**config.mk**
```make
export PLATFORM = sky130hd
export DESIGN_NAME = write_switch
export DESIGN_NICKNAME = d
export VERILOG_FILES = /design/src/logic/bank_pkg.sv /design/src/logic/write_switch.sv
export SDC_FILE = /design/constraint.sdc
export NUM_CORES = 1
export LEC_CHECK = 0
export ABC_CLOCK_PERIOD_IN_PS = 800
export BUFFER_PORTS_ARGS = -buffer_cell sky130_fd_sc_hd__buf_4
export CAP_MARGIN = 20
export CORE_AREA = 2 2 103 105
export DETAILED_ROUTE_END_ITERATION = 7
export DIE_AREA = 0 0 105 107
export GPL_TIMING_DRIVEN = 0
export PLACE_DENSITY = 0.67
export SLEW_MARGIN = 20
export SYNTH_ARGS = -nofsm -noshare
export SYNTH_HDL_FRONTEND = slang
export SYNTH_SLANG_ARGS = --single-unit
```
**constraint.sdc**
```tcl
create_clock -name vclk -period 0.8
set_input_delay 0.08 -clock vclk [all_inputs]
set_output_delay 0.08 -clock vclk [all_outputs]
set_load 0.1 [all_outputs]
```
**src/logic/bank_pkg.sv**
```systemverilog
/*
 * Memory bank shared definitions
 * Default geometry of the bank, used by the RTL parameter headers and the testbench
 */

package bank_pkg;

  // ------------------------------------------------------------------------
  // Memory word and address geometry
  // ------------------------------------------------------------------------
  parameter int DEF_DATA_WIDTH = 32;       // Bits per memory word
  parameter int DEF_ADDR_WIDTH = 10;       // Depth is 2**DEF_ADDR_WIDTH words

  // ------------------------------------------------------------------------
  // Bank organisation
  // ------------------------------------------------------------------------
  parameter int DEF_NUM_MEMORIES = 4;      // Memories in the bank
  parameter int DEF_NUM_READ_PORTS = 2;    // Read ports seen from outside
  parameter int DEF_NUM_WRITE_PORTS = 2;   // Write ports seen from outside

endpackage

```
**src/logic/write_switch.sv**
```systemverilog
/*
 * Write switch of the memory bank
 * Steers each write port's strobe, address and data to every memory mapped to it
 */

`timescale 1ns/1ps

module write_switch #(
  parameter int DATA_WIDTH      = bank_pkg::DEF_DATA_WIDTH,
  parameter int ADDR_WIDTH      = bank_pkg::DEF_ADDR_WIDTH,
  parameter int NUM_MEMORIES    = bank_pkg::DEF_NUM_MEMORIES,
  parameter int NUM_WRITE_PORTS = bank_pkg::DEF_NUM_WRITE_PORTS,
  localparam int WR_ID_WIDTH    = (NUM_WRITE_PORTS > 1) ? $clog2(NUM_WRITE_PORTS) : 1
) (
  input  logic [NUM_MEMORIES*WR_ID_WIDTH-1:0]   mem_write_sel,  // Write port of each memory
  input  logic [NUM_MEMORIES-1:0]               mem_write_en,   // Memory has a write port
  input  logic [NUM_WRITE_PORTS-1:0]            write_in,       // Write strobes from outside
  input  logic [NUM_WRITE_PORTS*ADDR_WIDTH-1:0] write_addr_in,
  input  logic [NUM_WRITE_PORTS*DATA_WIDTH-1:0] write_data_in,
  output logic [NUM_MEMORIES-1:0]               mem_write,      // Per memory strobe
  output logic [NUM_MEMORIES*ADDR_WIDTH-1:0]    mem_write_addr,
  output logic [NUM_MEMORIES*DATA_WIDTH-1:0]    mem_write_data
);

  // ------------------------------------------------------------------------
  // One mux per memory
  // ------------------------------------------------------------------------
  // Several memories may point at the same port and all of them see the
  // write, which gives the broadcast behaviour
  always_comb begin
    logic [WR_ID_WIDTH-1:0] sel;                                  // Port picked by memory m
    sel = '0;
    for (int m = 0; m < NUM_MEMORIES; m++) begin
      sel = mem_write_sel[m*WR_ID_WIDTH +: WR_ID_WIDTH];
      mem_write[m] = mem_write_en[m] & write_in[sel];             // Unmapped memory never writes
      mem_write_addr[m*ADDR_WIDTH +: ADDR_WIDTH] =
        write_addr_in[int'(sel)*ADDR_WIDTH +: ADDR_WIDTH];
      mem_write_data[m*DATA_WIDTH +: DATA_WIDTH] =
        write_data_in[int'(sel)*DATA_WIDTH +: DATA_WIDTH];        // Payload passes ungated
    end
  end

endmodule

```
==> run summary <==
Status -> finished, violations left
Violated checks -> negative setup slack
Layout Cells excl Fill -> 616
Initial antenna violation count -> 0
Initial core utilization -> 29.0%
Largest net degree at the start of global routing -> 11
# IOs -> 266
Maximum vdd ir drop -> 0.902 mV
Top Family by Delay on Critical Path -> buffers and inverters
Unrepaired setup endpoints after global routing -> true
DR iter-0 viols -> 131
DIE WIDTH -> 105 um
Placed Instance Area -> 0.00512 mm^2
Wire per inst -> 23.9 um
Clock buffer count -> 0
Mean Syn Cell Area -> 14.9 um^2
Worst-path cell with the longest stage delay -> mux2_4
Total track usage -> 23.6%
Cts-stage hold buffer count -> 0
Main combinational cell family by area after synthesis -> multiplexers
Fin. Hold Viols -> 0
Most frequent CP cell -> buf_12
Seq/Total Area, Yosys -> 0%
Setup WS post-layout -> -0.160 ns
Post-route antenna net violation count -> 0
Initial DRT Pass Iterations -> 4
Most frequent cells in the layout -> 187 x buf_12, 168 x mux2_4, 90 x buf_4
Crit path arrival time -> 0.88 ns
Achievable clock frequency -> 1040 MHz
Tot Pwr -> 11.1 mW
Global-route wire length before repair -> 20.8 mm
Synth Warn # -> 0
Post-synthesis cell type count -> 6
Final Cycle Share -> 120%
Drt via density -> 4.86
CP Cell Sequence -> buf_16 -> buf_12 -> mux2_4 -> buf_12
Mux contribution to synthesized area -> 86.6%
Commonest non-fill, non-tap cell in the layout -> buf_12
Fin nets -> 576
Syn nets -> 290
CP peak stage delay -> 0.32 ns
Antenna diodes -> 0
Vias in the first global route -> 3290
Row cnt -> 37
Post-DP HPWL -> 8.56 mm
Sequential cell area -> 0 um^2
Adder-Cell Fraction of Synth Area -> 0%
Slew Viols, Final -> 0
Synth-to-Final Area Change -> 171%
Worst Hold Path Cells -> 3
Final WL -> 14.7 mm
Post-Syn Instances -> 196
Synth Area in Simple Gates -> 0.856%
Critical path class -> input pin to output pin
CP Capture Type -> output pin
Worst EP required -> 0.72 ns
Max Cap Violations -> 0
TNS Setup -> -21.53 ns
Final instance area -> 0.00791 mm^2
Crit path max fanout -> 7
Post-synthesis compound-gate area fraction -> 0%
Routability congestion estimate -> 0.818
CORE AREA -> 0.0101 mm^2
Vias -> 2992
DRC violations left -> 0
XOR/XNOR Fraction of Synth Area -> 0%
Instance count on the critical path -> 4
I/O Buffers -> 262
Slew margin rel. -> 84.8%
Final Setup Violations -> 164
Die Y -> 107 um
WP buf/inv -> 3
CP Launch Type -> input pin
Area of the mapped netlist -> 0.00292 mm^2
Power Dens Cells -> 1400 mW/mm^2
Share of cells above drive strength 1 -> 100%
Hold Crit Class -> input pin to output pin
FFs & Latches -> 0
DP Cell Count -> 594
Util after Layout -> 78.4%
Die area -> 0.0112 mm^2
GR Overflow Total -> 0
P_leak -> 3.93 nW
Worst Tran Pin Value -> 0.223 ns
Fin crit period -> 0.960 ns
[final timing paths]
| check | startpoint | endpoint | slack, ns |
|---|---|---|---|
| worst min-delay path | mem_write_en[0] | mem_write[0] | 0.54 |
| worst max-delay path | mem_write_sel[1] | mem_write_data[57] | -0.16 |
[synthesized netlist by cell type]
cell,instances,share of area [%]
mux2_4,160,82
mux2_2,8,3.1
buf_6,4,1.5
buf_12,16,11
nor2b_1,4,0.86
mux2i_1,4,1.4
[metal layers]
metal  GRT usage, %  share of wire, %
met1           25.3                35
met2           47.1                55
met3           4.50               6.3
met4           5.90               3.3
met5              0                 0
[report_power, final]
group	leakage, nW	total [mW]	switching (mW)	internal (mW)
registers	0	0	0	0
logic	3.93	11.1	6.67	4.39
clock network	0	0	0	0
[logic make-up (layout without fill, tap and decap cells)]
group	Yosys count	after routing
mux	172	172
buf+inv	20	304
simple gates	4	4
[final cells by class]
cell class / instances / area [um^2]
multi-input cells: 176 / 2650
repair buffers: 284 / 4660
well taps: 136 / 170
plain buffers: 20 / 430
fillers: 534 / 2180
[per-stage QoR]
step,setup slack (ns),hold slack [ns]
6_report,-0.160,0.545
5_1_grt,-0.167,0.550
4_1_cts,-0.154,0.546
3_5_place_dp,-0.219,0.598
3_3_place_gp,-0.215,0.598
2_1_floorplan,-0.138,0.364
[repair_timing]
action	4_1_cts	5_1_grt
resized for setup	520	26
setup buffers	0	2
setup endpoints to repair	172	167
gates cloned	12	8
(Power assumes the default switching activity.)
