<file path="src/logic/bank_pkg.sv">
/*
 * Memory bank shared definitions
 * Default geometry of the bank, used by the RTL parameter headers and the testbench
 */

package bank_pkg;

  // ------------------------------------------------------------------------
  // Memory word and address geometry
  // ------------------------------------------------------------------------
  parameter int DEF_DATA_WIDTH = 32;       // Bits per memory word
  parameter int DEF_ADDR_WIDTH = 10;       // Depth is 2**DEF_ADDR_WIDTH words

  // ------------------------------------------------------------------------
  // Bank organisation
  // ------------------------------------------------------------------------
  parameter int DEF_NUM_MEMORIES = 4;      // Memories in the bank
  parameter int DEF_NUM_READ_PORTS = 2;    // Read ports seen from outside
  parameter int DEF_NUM_WRITE_PORTS = 2;   // Write ports seen from outside

endpackage

</file>
<file path="src/logic/port_map.sv">
/*
 * Port map of the memory bank
 * Records for every memory its read and write port, and for every read port
 * the memory it returns data from. Commands take effect on the next cycle
 */

`timescale 1ns/1ps

module port_map #(
  parameter int NUM_MEMORIES    = bank_pkg::DEF_NUM_MEMORIES,
  parameter int NUM_READ_PORTS  = bank_pkg::DEF_NUM_READ_PORTS,
  parameter int NUM_WRITE_PORTS = bank_pkg::DEF_NUM_WRITE_PORTS,
  localparam int MEM_ID_WIDTH   = (NUM_MEMORIES > 1) ? $clog2(NUM_MEMORIES) : 1,
  localparam int RD_ID_WIDTH    = (NUM_READ_PORTS > 1) ? $clog2(NUM_READ_PORTS) : 1,
  localparam int WR_ID_WIDTH    = (NUM_WRITE_PORTS > 1) ? $clog2(NUM_WRITE_PORTS) : 1
) (
  input  logic                                clk,
  input  logic                                rst,           // Sync, active low
  input  logic                                cmd_assign,    // Tie memory to ports
  input  logic                                cmd_unassign,  // Release memory and port
  input  logic [MEM_ID_WIDTH-1:0]             memory,        // Memory operand
  input  logic [RD_ID_WIDTH-1:0]              read_port,     // Read port operand
  input  logic [WR_ID_WIDTH-1:0]              write_port,    // Write port operand
  output logic [NUM_MEMORIES*RD_ID_WIDTH-1:0] mem_read_sel,  // Read port of each memory
  output logic [NUM_MEMORIES-1:0]             mem_read_en,   // Memory has a read port
  output logic [NUM_MEMORIES*WR_ID_WIDTH-1:0] mem_write_sel, // Write port of each memory
  output logic [NUM_MEMORIES-1:0]             mem_write_en,  // Memory has a write port
  output logic [NUM_READ_PORTS*MEM_ID_WIDTH-1:0] port_mem_sel, // Memory of each read port
  output logic [NUM_READ_PORTS-1:0]           port_en        // Read port has a memory
);

  // ------------------------------------------------------------------------
  // Memory side table
  // ------------------------------------------------------------------------
  always_ff @(posedge clk) begin
    if (!rst) begin
      mem_read_sel  <= '0;
      mem_write_sel <= '0;
      mem_read_en   <= '0;
      mem_write_en  <= '0;
    end else if (cmd_assign) begin                                // Assign wins over unassign
      mem_read_sel[int'(memory)*RD_ID_WIDTH +: RD_ID_WIDTH]  <= read_port;
      mem_write_sel[int'(memory)*WR_ID_WIDTH +: WR_ID_WIDTH] <= write_port;
      mem_read_en[memory]  <= 1'b1;
      mem_write_en[memory] <= 1'b1;
    end else if (cmd_unassign) begin
      mem_read_en[memory]  <= 1'b0;                               // Selects kept, enables off
      mem_write_en[memory] <= 1'b0;
    end
  end

  // ------------------------------------------------------------------------
  // Read port side table
  // ------------------------------------------------------------------------
  // A port keeps only its latest memory; an older memory may still hold
  // the port in its select, its results are simply not picked up
  always_ff @(posedge clk) begin
    if (!rst) begin
      port_mem_sel <= '0;
      port_en      <= '0;
    end else if (cmd_assign) begin
      port_mem_sel[int'(read_port)*MEM_ID_WIDTH +: MEM_ID_WIDTH] <= memory;
      port_en[read_port] <= 1'b1;
    end else if (cmd_unassign) begin
      port_en[read_port] <= 1'b0;                                 // Port returns zero from now
    end
  end

  // ------------------------------------------------------------------------
  // Checks
  // ------------------------------------------------------------------------
  property p_cmd_in_range;
    @(posedge clk) disable iff (!rst)
      (cmd_assign || cmd_unassign) |->
        (int'(memory) < NUM_MEMORIES) && (int'(read_port) < NUM_READ_PORTS);
  endproperty

  a_cmd_in_range : assert property (p_cmd_in_range)
    else $error("port map command names a memory or read port out of range");

  property p_assign_write_port;
    @(posedge clk) disable iff (!rst)
      cmd_assign |-> (int'(write_port) < NUM_WRITE_PORTS);
  endproperty

  a_assign_write_port : assert property (p_assign_write_port)
    else $error("port map assign names a write port out of range");

endmodule

</file>
<file path="config.mk">
export PLATFORM = sky130hd
export DESIGN_NAME = port_map
export DESIGN_NICKNAME = d
export VERILOG_FILES = /design/src/logic/bank_pkg.sv /design/src/logic/port_map.sv
export SDC_FILE = /design/constraint.sdc
export NUM_CORES = 1
export LEC_CHECK = 0
export BUFFER_PORTS_ARGS = -buffer_cell sky130_fd_sc_hd__buf_2
export CELL_PAD_IN_SITES_DETAIL_PLACEMENT = 1
export CELL_PAD_IN_SITES_GLOBAL_PLACEMENT = 1
export CORE_MARGIN = 3
export CORE_UTILIZATION = 34
export CTS_BUF_LIST = sky130_fd_sc_hd__clkbuf_16
export DETAILED_ROUTE_END_ITERATION = 7
export GPL_ROUTABILITY_DRIVEN = 0
export PLACE_DENSITY_LB_ADDON = 0.1
export SYNTH_ARGS = -nofsm -noshare
export SYNTH_HDL_FRONTEND = slang
export SYNTH_SLANG_ARGS = --single-unit
</file>
<file path="constraint.sdc">
create_clock -name clk -period 1.4 [get_ports clk]
set_input_delay 0.14 -clock clk [delete_from_list [all_inputs] [get_ports clk]]
set_output_delay 0.14 -clock clk [all_outputs]
set_load 0.02 [all_outputs]
</file>
==> flow_summary_export.csv <==
group,metric,value,unit
clock_tree,post_cts_resized,0,
die,pin_count,30,
global_route,grt_max_degree,18,
timing,fin_crit,1.01,ns
clock_tree,clockBufferDepth,2,
clock_tree,clock-root-buffer,"clkbuf_16",
die,fp.coreArea,0.00230,mm^2
hold_path,hp-class,"in -> reg",
die,start_util,0.374,
clock_tree,clk_pin_slew,0.05,ns
die,die_h,56.2,um
global_route,track_usage,0.138,
timing,clock.fmax,0.987,GHz
drt,ant_nets,0,
timing,finalHoldViolations,0,
cells_and_area,multiInputGateArea,440,um^2
drt,firstDrtPassIters,4,
timing,finClkSkew,0,ns
power,powerDensity,1170,mW/mm^2
power,power_leakage,0.503,nW
timing,setup_viol,0,
critical_path,criticalPathCategory,"in -> reg",
die,rows,17,
cells_and_area,fill_cells,284,
cells_and_area,final_util,0.469,
timing,maxSlewHeadroom,0.799,
drt,wl_per_cell,13.5,um
clock_tree,numCtsBuffers,3,
global_route,grt_pass1_vias,706,
drt,via_per_inst,4.91,
logic_synthesis,ys_ff_latch,18,
clock_tree,post_cts_buffers,0,
timing,rsz0062_at_grt,"no",
timing,slew_violations,0,
drt,drc,0,
logic_synthesis,syn_nets,108,
critical_path,cp.arrival,1.18,ns
global_route,grt_pass1_wl,3400,um
outcome,outcome,"completed",
critical_path,startpoint_type,"primary input",
cells_and_area,mostFrequentLayoutCell,"buf_2",
cells_and_area,antennaDiodeCount,0,
timing,worstMarginPinSlew,0.297,ns
drt,dr.first_iter.drc_count,10,
clock_tree,clk_latency,0.25,ns
logic_synthesis,ys_warn_count,0,
clock_tree,cts_tree,"yes",
logic_synthesis,synth.avg_cell_area,9.13,um^2
timing,setup_tns,0,ns
cells_and_area,fin_nets,137,
logic_synthesis,netlist_area,858,um^2
logic_synthesis,netlist_instances,94,
logic_synthesis,seq_area_frac_synth,0.420,
global_route,antenna_found_initial,0,
die,die_x,56.2,um
cells_and_area,area_growth,25.7,%
die,die_area,0.00316,mm^2
drt,drt-total-wl,2020,um
critical_path,worst-path-max-fanout,6,
flow_run,maxCapViolations,0,
cells_and_area,layout_common_cells,"buf_2 (29), nand2_1 (20), dfxtp_1 (18)",
timing,fin_crit_sh,0.723,
clock_tree,ctsHoldBuffers,0,
clock_tree,cts_max_level,1,
critical_path,cp_data_required_time,1.57,ns
placed_design,dpl.cell_count,146,
placed_design,hpwl,1590,um
drt,vias,732,
critical_path,cp-end-kind,"flop",
cells_and_area,regArea,360,um^2
cells_and_area,drive_gt1_frac,0.314,
power,irDropWorstVdd,922,uV
cells_and_area,stdcell_count,149,
global_route,overflow,0,
clock_tree,clock-sinks,18,
placed_design,port_buffers,29,
logic_synthesis,yosys.cell_types.count,24,
[final timing paths]
kind                                                   start                       endpoint  slack, ns  cells past startpoint
worst max-delay path                               memory[1]   mem_read_sel[2]$_SDFFE_PN0P_       0.39                      6
worst min-delay path                              write_port  mem_write_sel[0]$_SDFFE_PN0P_       0.18                      3
worst max register to register                          flop                           flop       0.77                      2
worst min register to register  port_mem_sel[3]$_SDFFE_PN0P_   port_mem_sel[3]$_SDFFE_PN0P_       0.46                      2
[critical path: stages]
cell     delay (ns)
buf_2          0.14
inv_1          0.09
ha_1           0.34
and2b_1        0.18
nand2_1        0.09
o31ai_2        0.20
[metrics by stage]
step                cell area [um^2]  hold WS (ns)  power [mW]  setup slack [ns]
floorplan                        858         0.298       0.658             0.384
global placement                1000         0.438       0.711             0.170
detailed placement              1000         0.452       0.714             0.126
CTS                             1080         0.188        1.28             0.386
global route                    1080         0.223        1.32             0.290
finish                          1080         0.184        1.27             0.387
[cells in the mapped netlist]
cell,number,share of area
buf_4,6,0.052
ha_1,6,0.087
nand2_1,20,0.087
nand2b_1,2,0.015
nand3_1,11,0.064
a21oi_1,1,0.0058
nand4b_1,1,0.010
a22oi_1,1,0.0087
o31ai_2,1,0.015
dfxtp_1,18,0.42
o21ai_0,1,0.0058
nand3b_1,1,0.0087
o41ai_2,1,0.019
buf_2,1,0.0058
nor2b_1,4,0.029
o31ai_1,4,0.035
and2b_1,1,0.0087
mux2i_1,2,0.023
nor2b_4,1,0.016
a21boi_0,6,0.052
nand2_2,1,0.0073
nor2_1,1,0.0044
inv_1,2,0.0087
o41ai_1,1,0.010
[logic make-up (layout without fill, tap and decap cells)]
| logic type | count (synthesis) | count (layout) | share of synthesized area |
|---|---|---|---|
| DFF | 18 | 18 | 0.420 |
| muxes | 2 | 2 | 0.0233 |
| and+or+nand+nor | 43 | 43 | 0.251 |
| adders and majority gates | 6 | 6 | 0.0875 |
| buffers and inverters | 9 | 36 | 0.0670 |
| AOI/OAI and AO/OA | 16 | 16 | 0.152 |
[metal layers]
layer | share of wire | vias up | global-route usage
met5 | 0 | - | 0
met4 | 0.0079 | 0 | 0.0305
met3 | 0.063 | 2 | 0.0510
met2 | 0.46 | 24 | 0.220
met1 | 0.47 | 332 | 0.176
li1 | - | 374 | -
[layout make-up]
type	instances	area share
tap	28	0.0325
clock buffer	3	0.0696
multi-input combinational	67	0.408
inverter	2	0.00696
timing repair buffer	31	0.148
sequential	18	0.334
[report_power, final]
group          switching, mW  total (mW)  internal (mW)
combinational          0.104       0.162         0.0581
sequential           0.00831       0.538          0.530
clock                  0.190       0.566          0.376
(Power assumes the default switching activity.)
