===== src/logic/bank_pkg.sv =====
/*
 * Memory bank shared definitions
 * Default geometry of the bank, used by the RTL parameter headers and the testbench
 */

package bank_pkg;

  // ------------------------------------------------------------------------
  // Memory word and address geometry
  // ------------------------------------------------------------------------
  parameter int DEF_DATA_WIDTH = 32;       // Bits per memory word
  parameter int DEF_ADDR_WIDTH = 10;       // Depth is 2**DEF_ADDR_WIDTH words

  // ------------------------------------------------------------------------
  // Bank organisation
  // ------------------------------------------------------------------------
  parameter int DEF_NUM_MEMORIES = 4;      // Memories in the bank
  parameter int DEF_NUM_READ_PORTS = 2;    // Read ports seen from outside
  parameter int DEF_NUM_WRITE_PORTS = 2;   // Write ports seen from outside

endpackage


===== src/logic/read_switch.sv =====
/*
 * Read switch of the memory bank
 * Sends each read port's request to the memories mapped to it and returns to
 * each port the result of the memory the port has selected
 */

`timescale 1ns/1ps

module read_switch #(
  parameter int DATA_WIDTH     = bank_pkg::DEF_DATA_WIDTH,
  parameter int ADDR_WIDTH     = bank_pkg::DEF_ADDR_WIDTH,
  parameter int NUM_MEMORIES   = bank_pkg::DEF_NUM_MEMORIES,
  parameter int NUM_READ_PORTS = bank_pkg::DEF_NUM_READ_PORTS,
  localparam int MEM_ID_WIDTH  = (NUM_MEMORIES > 1) ? $clog2(NUM_MEMORIES) : 1,
  localparam int RD_ID_WIDTH   = (NUM_READ_PORTS > 1) ? $clog2(NUM_READ_PORTS) : 1
) (
  input  logic [NUM_MEMORIES*RD_ID_WIDTH-1:0]    mem_read_sel,  // Read port of each memory
  input  logic [NUM_MEMORIES-1:0]                mem_read_en,
  input  logic [NUM_READ_PORTS*MEM_ID_WIDTH-1:0] port_mem_sel,  // Memory of each read port
  input  logic [NUM_READ_PORTS-1:0]              port_en,
  input  logic [NUM_READ_PORTS-1:0]              read_in,       // Read strobes from outside
  input  logic [NUM_READ_PORTS*ADDR_WIDTH-1:0]   read_addr_in,
  input  logic [NUM_MEMORIES*DATA_WIDTH-1:0]     mem_data,      // Registered memory data
  input  logic [NUM_MEMORIES-1:0]                mem_valid,
  output logic [NUM_MEMORIES-1:0]                mem_read,      // Per memory strobe
  output logic [NUM_MEMORIES*ADDR_WIDTH-1:0]     mem_read_addr,
  output logic [NUM_READ_PORTS*DATA_WIDTH-1:0]   read_data_out,
  output logic [NUM_READ_PORTS-1:0]              read_valid_out
);

  // ------------------------------------------------------------------------
  // Request path, port to memories
  // ------------------------------------------------------------------------
  always_comb begin
    logic [RD_ID_WIDTH-1:0] rsel;                                 // Port picked by memory m
    rsel = '0;
    for (int m = 0; m < NUM_MEMORIES; m++) begin
      rsel = mem_read_sel[m*RD_ID_WIDTH +: RD_ID_WIDTH];
      mem_read[m] = mem_read_en[m] & read_in[rsel];
      mem_read_addr[m*ADDR_WIDTH +: ADDR_WIDTH] =
        read_addr_in[int'(rsel)*ADDR_WIDTH +: ADDR_WIDTH];
    end
  end

  // ------------------------------------------------------------------------
  // Result path, memory to port
  // ------------------------------------------------------------------------
  // Mapping is looked up when the result comes back, not when it was asked
  always_comb begin
    logic [MEM_ID_WIDTH-1:0] msel;                                // Memory picked by port p
    msel = '0;
    for (int p = 0; p < NUM_READ_PORTS; p++) begin
      msel = port_mem_sel[p*MEM_ID_WIDTH +: MEM_ID_WIDTH];
      if (port_en[p]) begin
        read_data_out[p*DATA_WIDTH +: DATA_WIDTH] =
          mem_data[int'(msel)*DATA_WIDTH +: DATA_WIDTH];
        read_valid_out[p] = mem_valid[msel];
      end else begin
        read_data_out[p*DATA_WIDTH +: DATA_WIDTH] = '0;             // Idle port reads as zero
        read_valid_out[p] = 1'b0;
      end
    end
  end

  // ------------------------------------------------------------------------
  // Checks
  // ------------------------------------------------------------------------
  always_comb begin
    for (int p = 0; p < NUM_READ_PORTS; p++) begin
      a_no_valid_unmapped : assert (port_en[p] || !read_valid_out[p])
        else $error("read valid on port %0d without a memory", p);
    end
  end

endmodule


===== config.mk =====
export PLATFORM = sky130hd
export DESIGN_NAME = read_switch
export DESIGN_NICKNAME = d
export VERILOG_FILES = /design/src/logic/bank_pkg.sv /design/src/logic/read_switch.sv
export SDC_FILE = /design/constraint.sdc
export NUM_CORES = 1
export LEC_CHECK = 0
export BUFFER_PORTS_ARGS = -buffer_cell sky130_fd_sc_hd__buf_2
export CAP_MARGIN = 10
export CORE_AREA = 2 2 107 109
export DETAILED_ROUTE_END_ITERATION = 10
export DIE_AREA = 0 0 109 111
export PLACE_DENSITY = 0.65
export SLEW_MARGIN = 0
export SYNTH_ARGS = -nofsm -noshare
export SYNTH_HDL_FRONTEND = slang
export SYNTH_SLANG_ARGS = --single-unit

===== constraint.sdc =====
create_clock -name vclk -period 1.4
set_input_delay 0.28 -clock vclk [all_inputs]
set_output_delay 0.28 -clock vclk [all_outputs]
set_load 0.02 [all_outputs]

==> impl_table.tex <==
\begin{tabular}{lr}
\hline
Metric & Value \\
\hline
\multicolumn{2}{l}{\textbf{Global route}} \\
Initial antenna violation count & 0 \\
Global-route congestion overflow total & 0 \\
Number of global-route vias before repair & 3,747 \\
Total global routing track utilization & 18.2\% \\
First-pass GRT wire length & 18.2 mm \\
Largest net degree at the start of global routing & 34 \\
\multicolumn{2}{l}{\textbf{Route}} \\
Average wire per standard cell & 18.4 µm \\
Detailed-route wire length & 12.8 mm \\
Via count & 3,655 \\
DRC violation count after routing & 0 \\
Antenna Violating Nets Remaining & 0 \\
Via density & 5.24 \\
Drt first-iter violations & 152 \\
Number of search-and-repair iterations in the first detailed-routing pass & 4 \\
\multicolumn{2}{l}{\textbf{Floorplan}} \\
Die area & 12,100 µm² \\
Core area & 11,100 µm² \\
Number of primary I/O pins & 278 \\
Effective utilization at floorplan & 23.4\% \\
Chip Width & 109 µm \\
Number of core rows & 39 \\
Vert. Die Dim & 111 µm \\
\multicolumn{2}{l}{\textbf{Yosys}} \\
Part of the Yosys area used for sequential elements & 0\% \\
Synth Area in Compound Gates & 15.9\% \\
Synthesized Nets & 452 \\
Most common library cells after synthesis & sky130\_fd\_sc\_hd\_\_mux2i\_1, sky130\_fd\_sc\_hd\_\_o22ai\_1, sky130\_fd\_sc\_hd\_\_mux2\_2, sky130\_fd\_sc\_hd\_\_clkbuf\_1, sky130\_fd\_sc\_hd\_\_buf\_12 \\
Number of distinct standard cells referenced by the synthesized netlist & 12 \\
Post-synthesis cell count & 284 \\
Leading cell type by number of instances after synthesis & sky130\_fd\_sc\_hd\_\_mux2i\_1 \\
Xor/xnor cell area share of the yosys netlist & 0\% \\
Simple-gate share of the synthesized area & 1.73\% \\
Leading cell types by total area after synthesis & sky130\_fd\_sc\_hd\_\_mux2i\_1, sky130\_fd\_sc\_hd\_\_mux2\_2, sky130\_fd\_sc\_hd\_\_o22ai\_1 \\
Avg Cell Area, Syn & 9.15 µm² \\
Library cell occupying the most area in the post-synthesis netlist & sky130\_fd\_sc\_hd\_\_mux2i\_1 \\
Post-Synth Adder-Cell Area & 0\% \\
Portion of synthesized cell area occupied by the leading cell type & 52.4\% \\
Cell Area, Synth & 2600 µm² \\
Synthesis Warnings & 0 \\
Mux share of post-synthesis cell area & 69.7\% \\
Largest family of logic cells by synthesized area & multiplexers \\
\multicolumn{2}{l}{\textbf{Cells and area}} \\
Register cell area after layout & 0 µm² \\
Share of final-layout standard cells stronger than drive strength 1 & 71.0\% \\
Number of nets in the final layout & 725 \\
Growth of design area from synthesis to finish & 86.1\% \\
Sequential cell count of the final layout & 0 \\
Final standard cell count with taps included and fillers excluded & 698 \\
Antenna diodes & 0 \\
\# clk buffers & 0 \\
Post-route standard cell area excluding fillers & 4830 µm² \\
\multicolumn{2}{l}{\textbf{Worst setup path}} \\
Critical path's slowest cell & sky130\_fd\_sc\_hd\_\_mux2i\_1 \\
Required time at the worst-slack endpoint & 1.12 ns \\
Type of element capturing the critical path & output pin \\
Worst setup path class & in -> out \\
Slowest Stage Delay on Critical Path & 0.24 ns \\
Crit-path cells & buf\_12, buf\_4, mux2i\_1, o22ai\_2, buf\_4 \\
Critical path's most frequent cell & sky130\_fd\_sc\_hd\_\_buf\_4 \\
Max Fanout on Critical Path & 9 \\
Data arrival at the endpoint of the critical path & 1.13 ns \\
Crit start category & input pin \\
\multicolumn{2}{l}{\textbf{STA}} \\
Final count of negative-setup-slack endpoints & 1 \\
Achievable frequency & 711 MHz \\
Setup slack of the critical path after layout & -0.00637 ns \\
Unrepaired setup endpoints after global routing & true \\
Period Utilization, post-route & 100\% \\
Number of slew-limit violations in the final report & 0 \\
Count of final hold-check violations & 0 \\
Clock period minus worst slack & 1.41 ns \\
Tightest slew margin relative to the limit & 83.4\% \\
Slew @ Worst Pin & 0.242 ns \\
\multicolumn{2}{l}{\textbf{Pwr}} \\
Switch Pwr & 1.03 mW \\
Leakage power of the design & 2.54 nW \\
Fraction of power spent switching nets & 52.2\% \\
Proportion of power drawn by flip-flops and latches & 0\% \\
Combinational Power Share & 100.0\% \\
Internal power consumption & 0.946 mW \\
Share of total power in the clock network & 0\% \\
Worst vdd ir & 0.238 mV \\
Power density normalized to cell area & 409 nW/µm² \\
Final Power & 1.98 mW \\
\multicolumn{2}{l}{\textbf{Min path}} \\
Worst min-delay path endpoint & mem\_read[2] \\
Type of the worst min-delay path & in -> out \\
Number of instances on the worst hold path & 3 \\
Hold path startpoint & mem\_read\_en[2] \\
\multicolumn{2}{l}{\textbf{Place}} \\
Placement-stage worst setup slack & -0.145 ns \\
Dpl cells & 689 \\
Port Buf Inserts & 278 \\
HPWL reported at the end of detailed placement & 9.26 mm \\
Dpl cell area & 4130 µm² \\
Final GP Congestion & 0.833 \\
\multicolumn{2}{l}{\textbf{Flow run}} \\
Max cap viols & 0 \\
\multicolumn{2}{l}{\textbf{Outcome}} \\
Status & finished with violations \\
Failing checks & setup timing \\
\multicolumn{2}{l}{\textbf{CTS}} \\
Cts hold-fix bufs & 0 \\
Post CTS Setup Buffer Count & 0 \\
\hline
\end{tabular}
## stage by stage
stage	utilization (%)	hold slack [ns]	TNS (ns)
CTS	40.7	0.905	-0.0398
global placement	37.3	0.901	-1.55
floorplan	-	0.733	-1.00
finish	43.6	0.911	-0.00637
global route	43.6	0.920	-0.0616
detailed placement	37.3	0.901	-2.06
## routing by layer
metal / share of wire, % / global-route usage (%) / vias to the layer above
met5: 0 / 0 / -
met4: 1.8 / 3.93 / 0
met3: 8.2 / 2.82 / 16
met2: 53 / 36.3 / 206
met1: 37 / 19.5 / 1745
li1: - / - / 1688
## cells by family (layout without fill, tap and decap cells)
| group | after synthesis | after routing |
|---|---|---|
| mux | 176 | 176 |
| simple gates | 8 | 8 |
| buf+inv | 34 | 305 |
| compound gates | 66 | 66 |
## layout by cell type, fill, tap and decap left out, types with 10 or more instances in the layout
cell                      instances
sky130_fd_sc_hd__buf_4           31
sky130_fd_sc_hd__mux2i_2         14
sky130_fd_sc_hd__buf_6           10
sky130_fd_sc_hd__mux2_2          40
sky130_fd_sc_hd__buf_2          243
sky130_fd_sc_hd__o22ai_1         41
sky130_fd_sc_hd__o22ai_2         23
sky130_fd_sc_hd__mux2i_1        114
## what timing repair did
item | 4_1_cts | 5_1_grt
pin swaps | 1 | 2
gates cloned | 6 | 3
hold endpoints to repair | 0 | 0
resized for setup | 57 | 55
endpoints found under the setup margin | 61 | 34
## power groups by stage
stage          sequential, mW  combinational [mW]  clock [mW]
2_1_floorplan               0                1.04           0
3_3_place_gp                0                1.62           0
3_5_place_dp                0                1.66           0
4_1_cts                     0                1.83           0
5_1_grt                     0                2.08           0
6_report                    0                1.98           0
## layout make-up
class	count	area, µm²
Multi-Input combinational cell	250	2610
Fill cell	1028	6240
Timing Repair Buffer	305	2050
Tap cell	143	179
## critical path: cells and delay by family
family,cells,cell delay [ns]
buf+inv,3,0.48
mux,1,0.24
compound gates,1,0.11
## worst max-delay path by stage
stage	slack, ns	end	start
6_report	-0.006	read_data_out[29]	port_mem_sel[1]
5_1_grt	-0.03	read_data_out[40]	port_mem_sel[3]
4_1_cts	-0.02	read_data_out[56]	port_mem_sel[3]
3_5_place_dp	-0.15	read_data_out[46]	port_mem_sel[2]
3_3_place_gp	-0.15	read_data_out[46]	port_mem_sel[2]
2_1_floorplan	-0.02	read_data_out[24]	port_mem_sel[1]
Power figures use the tool's default switching activity.
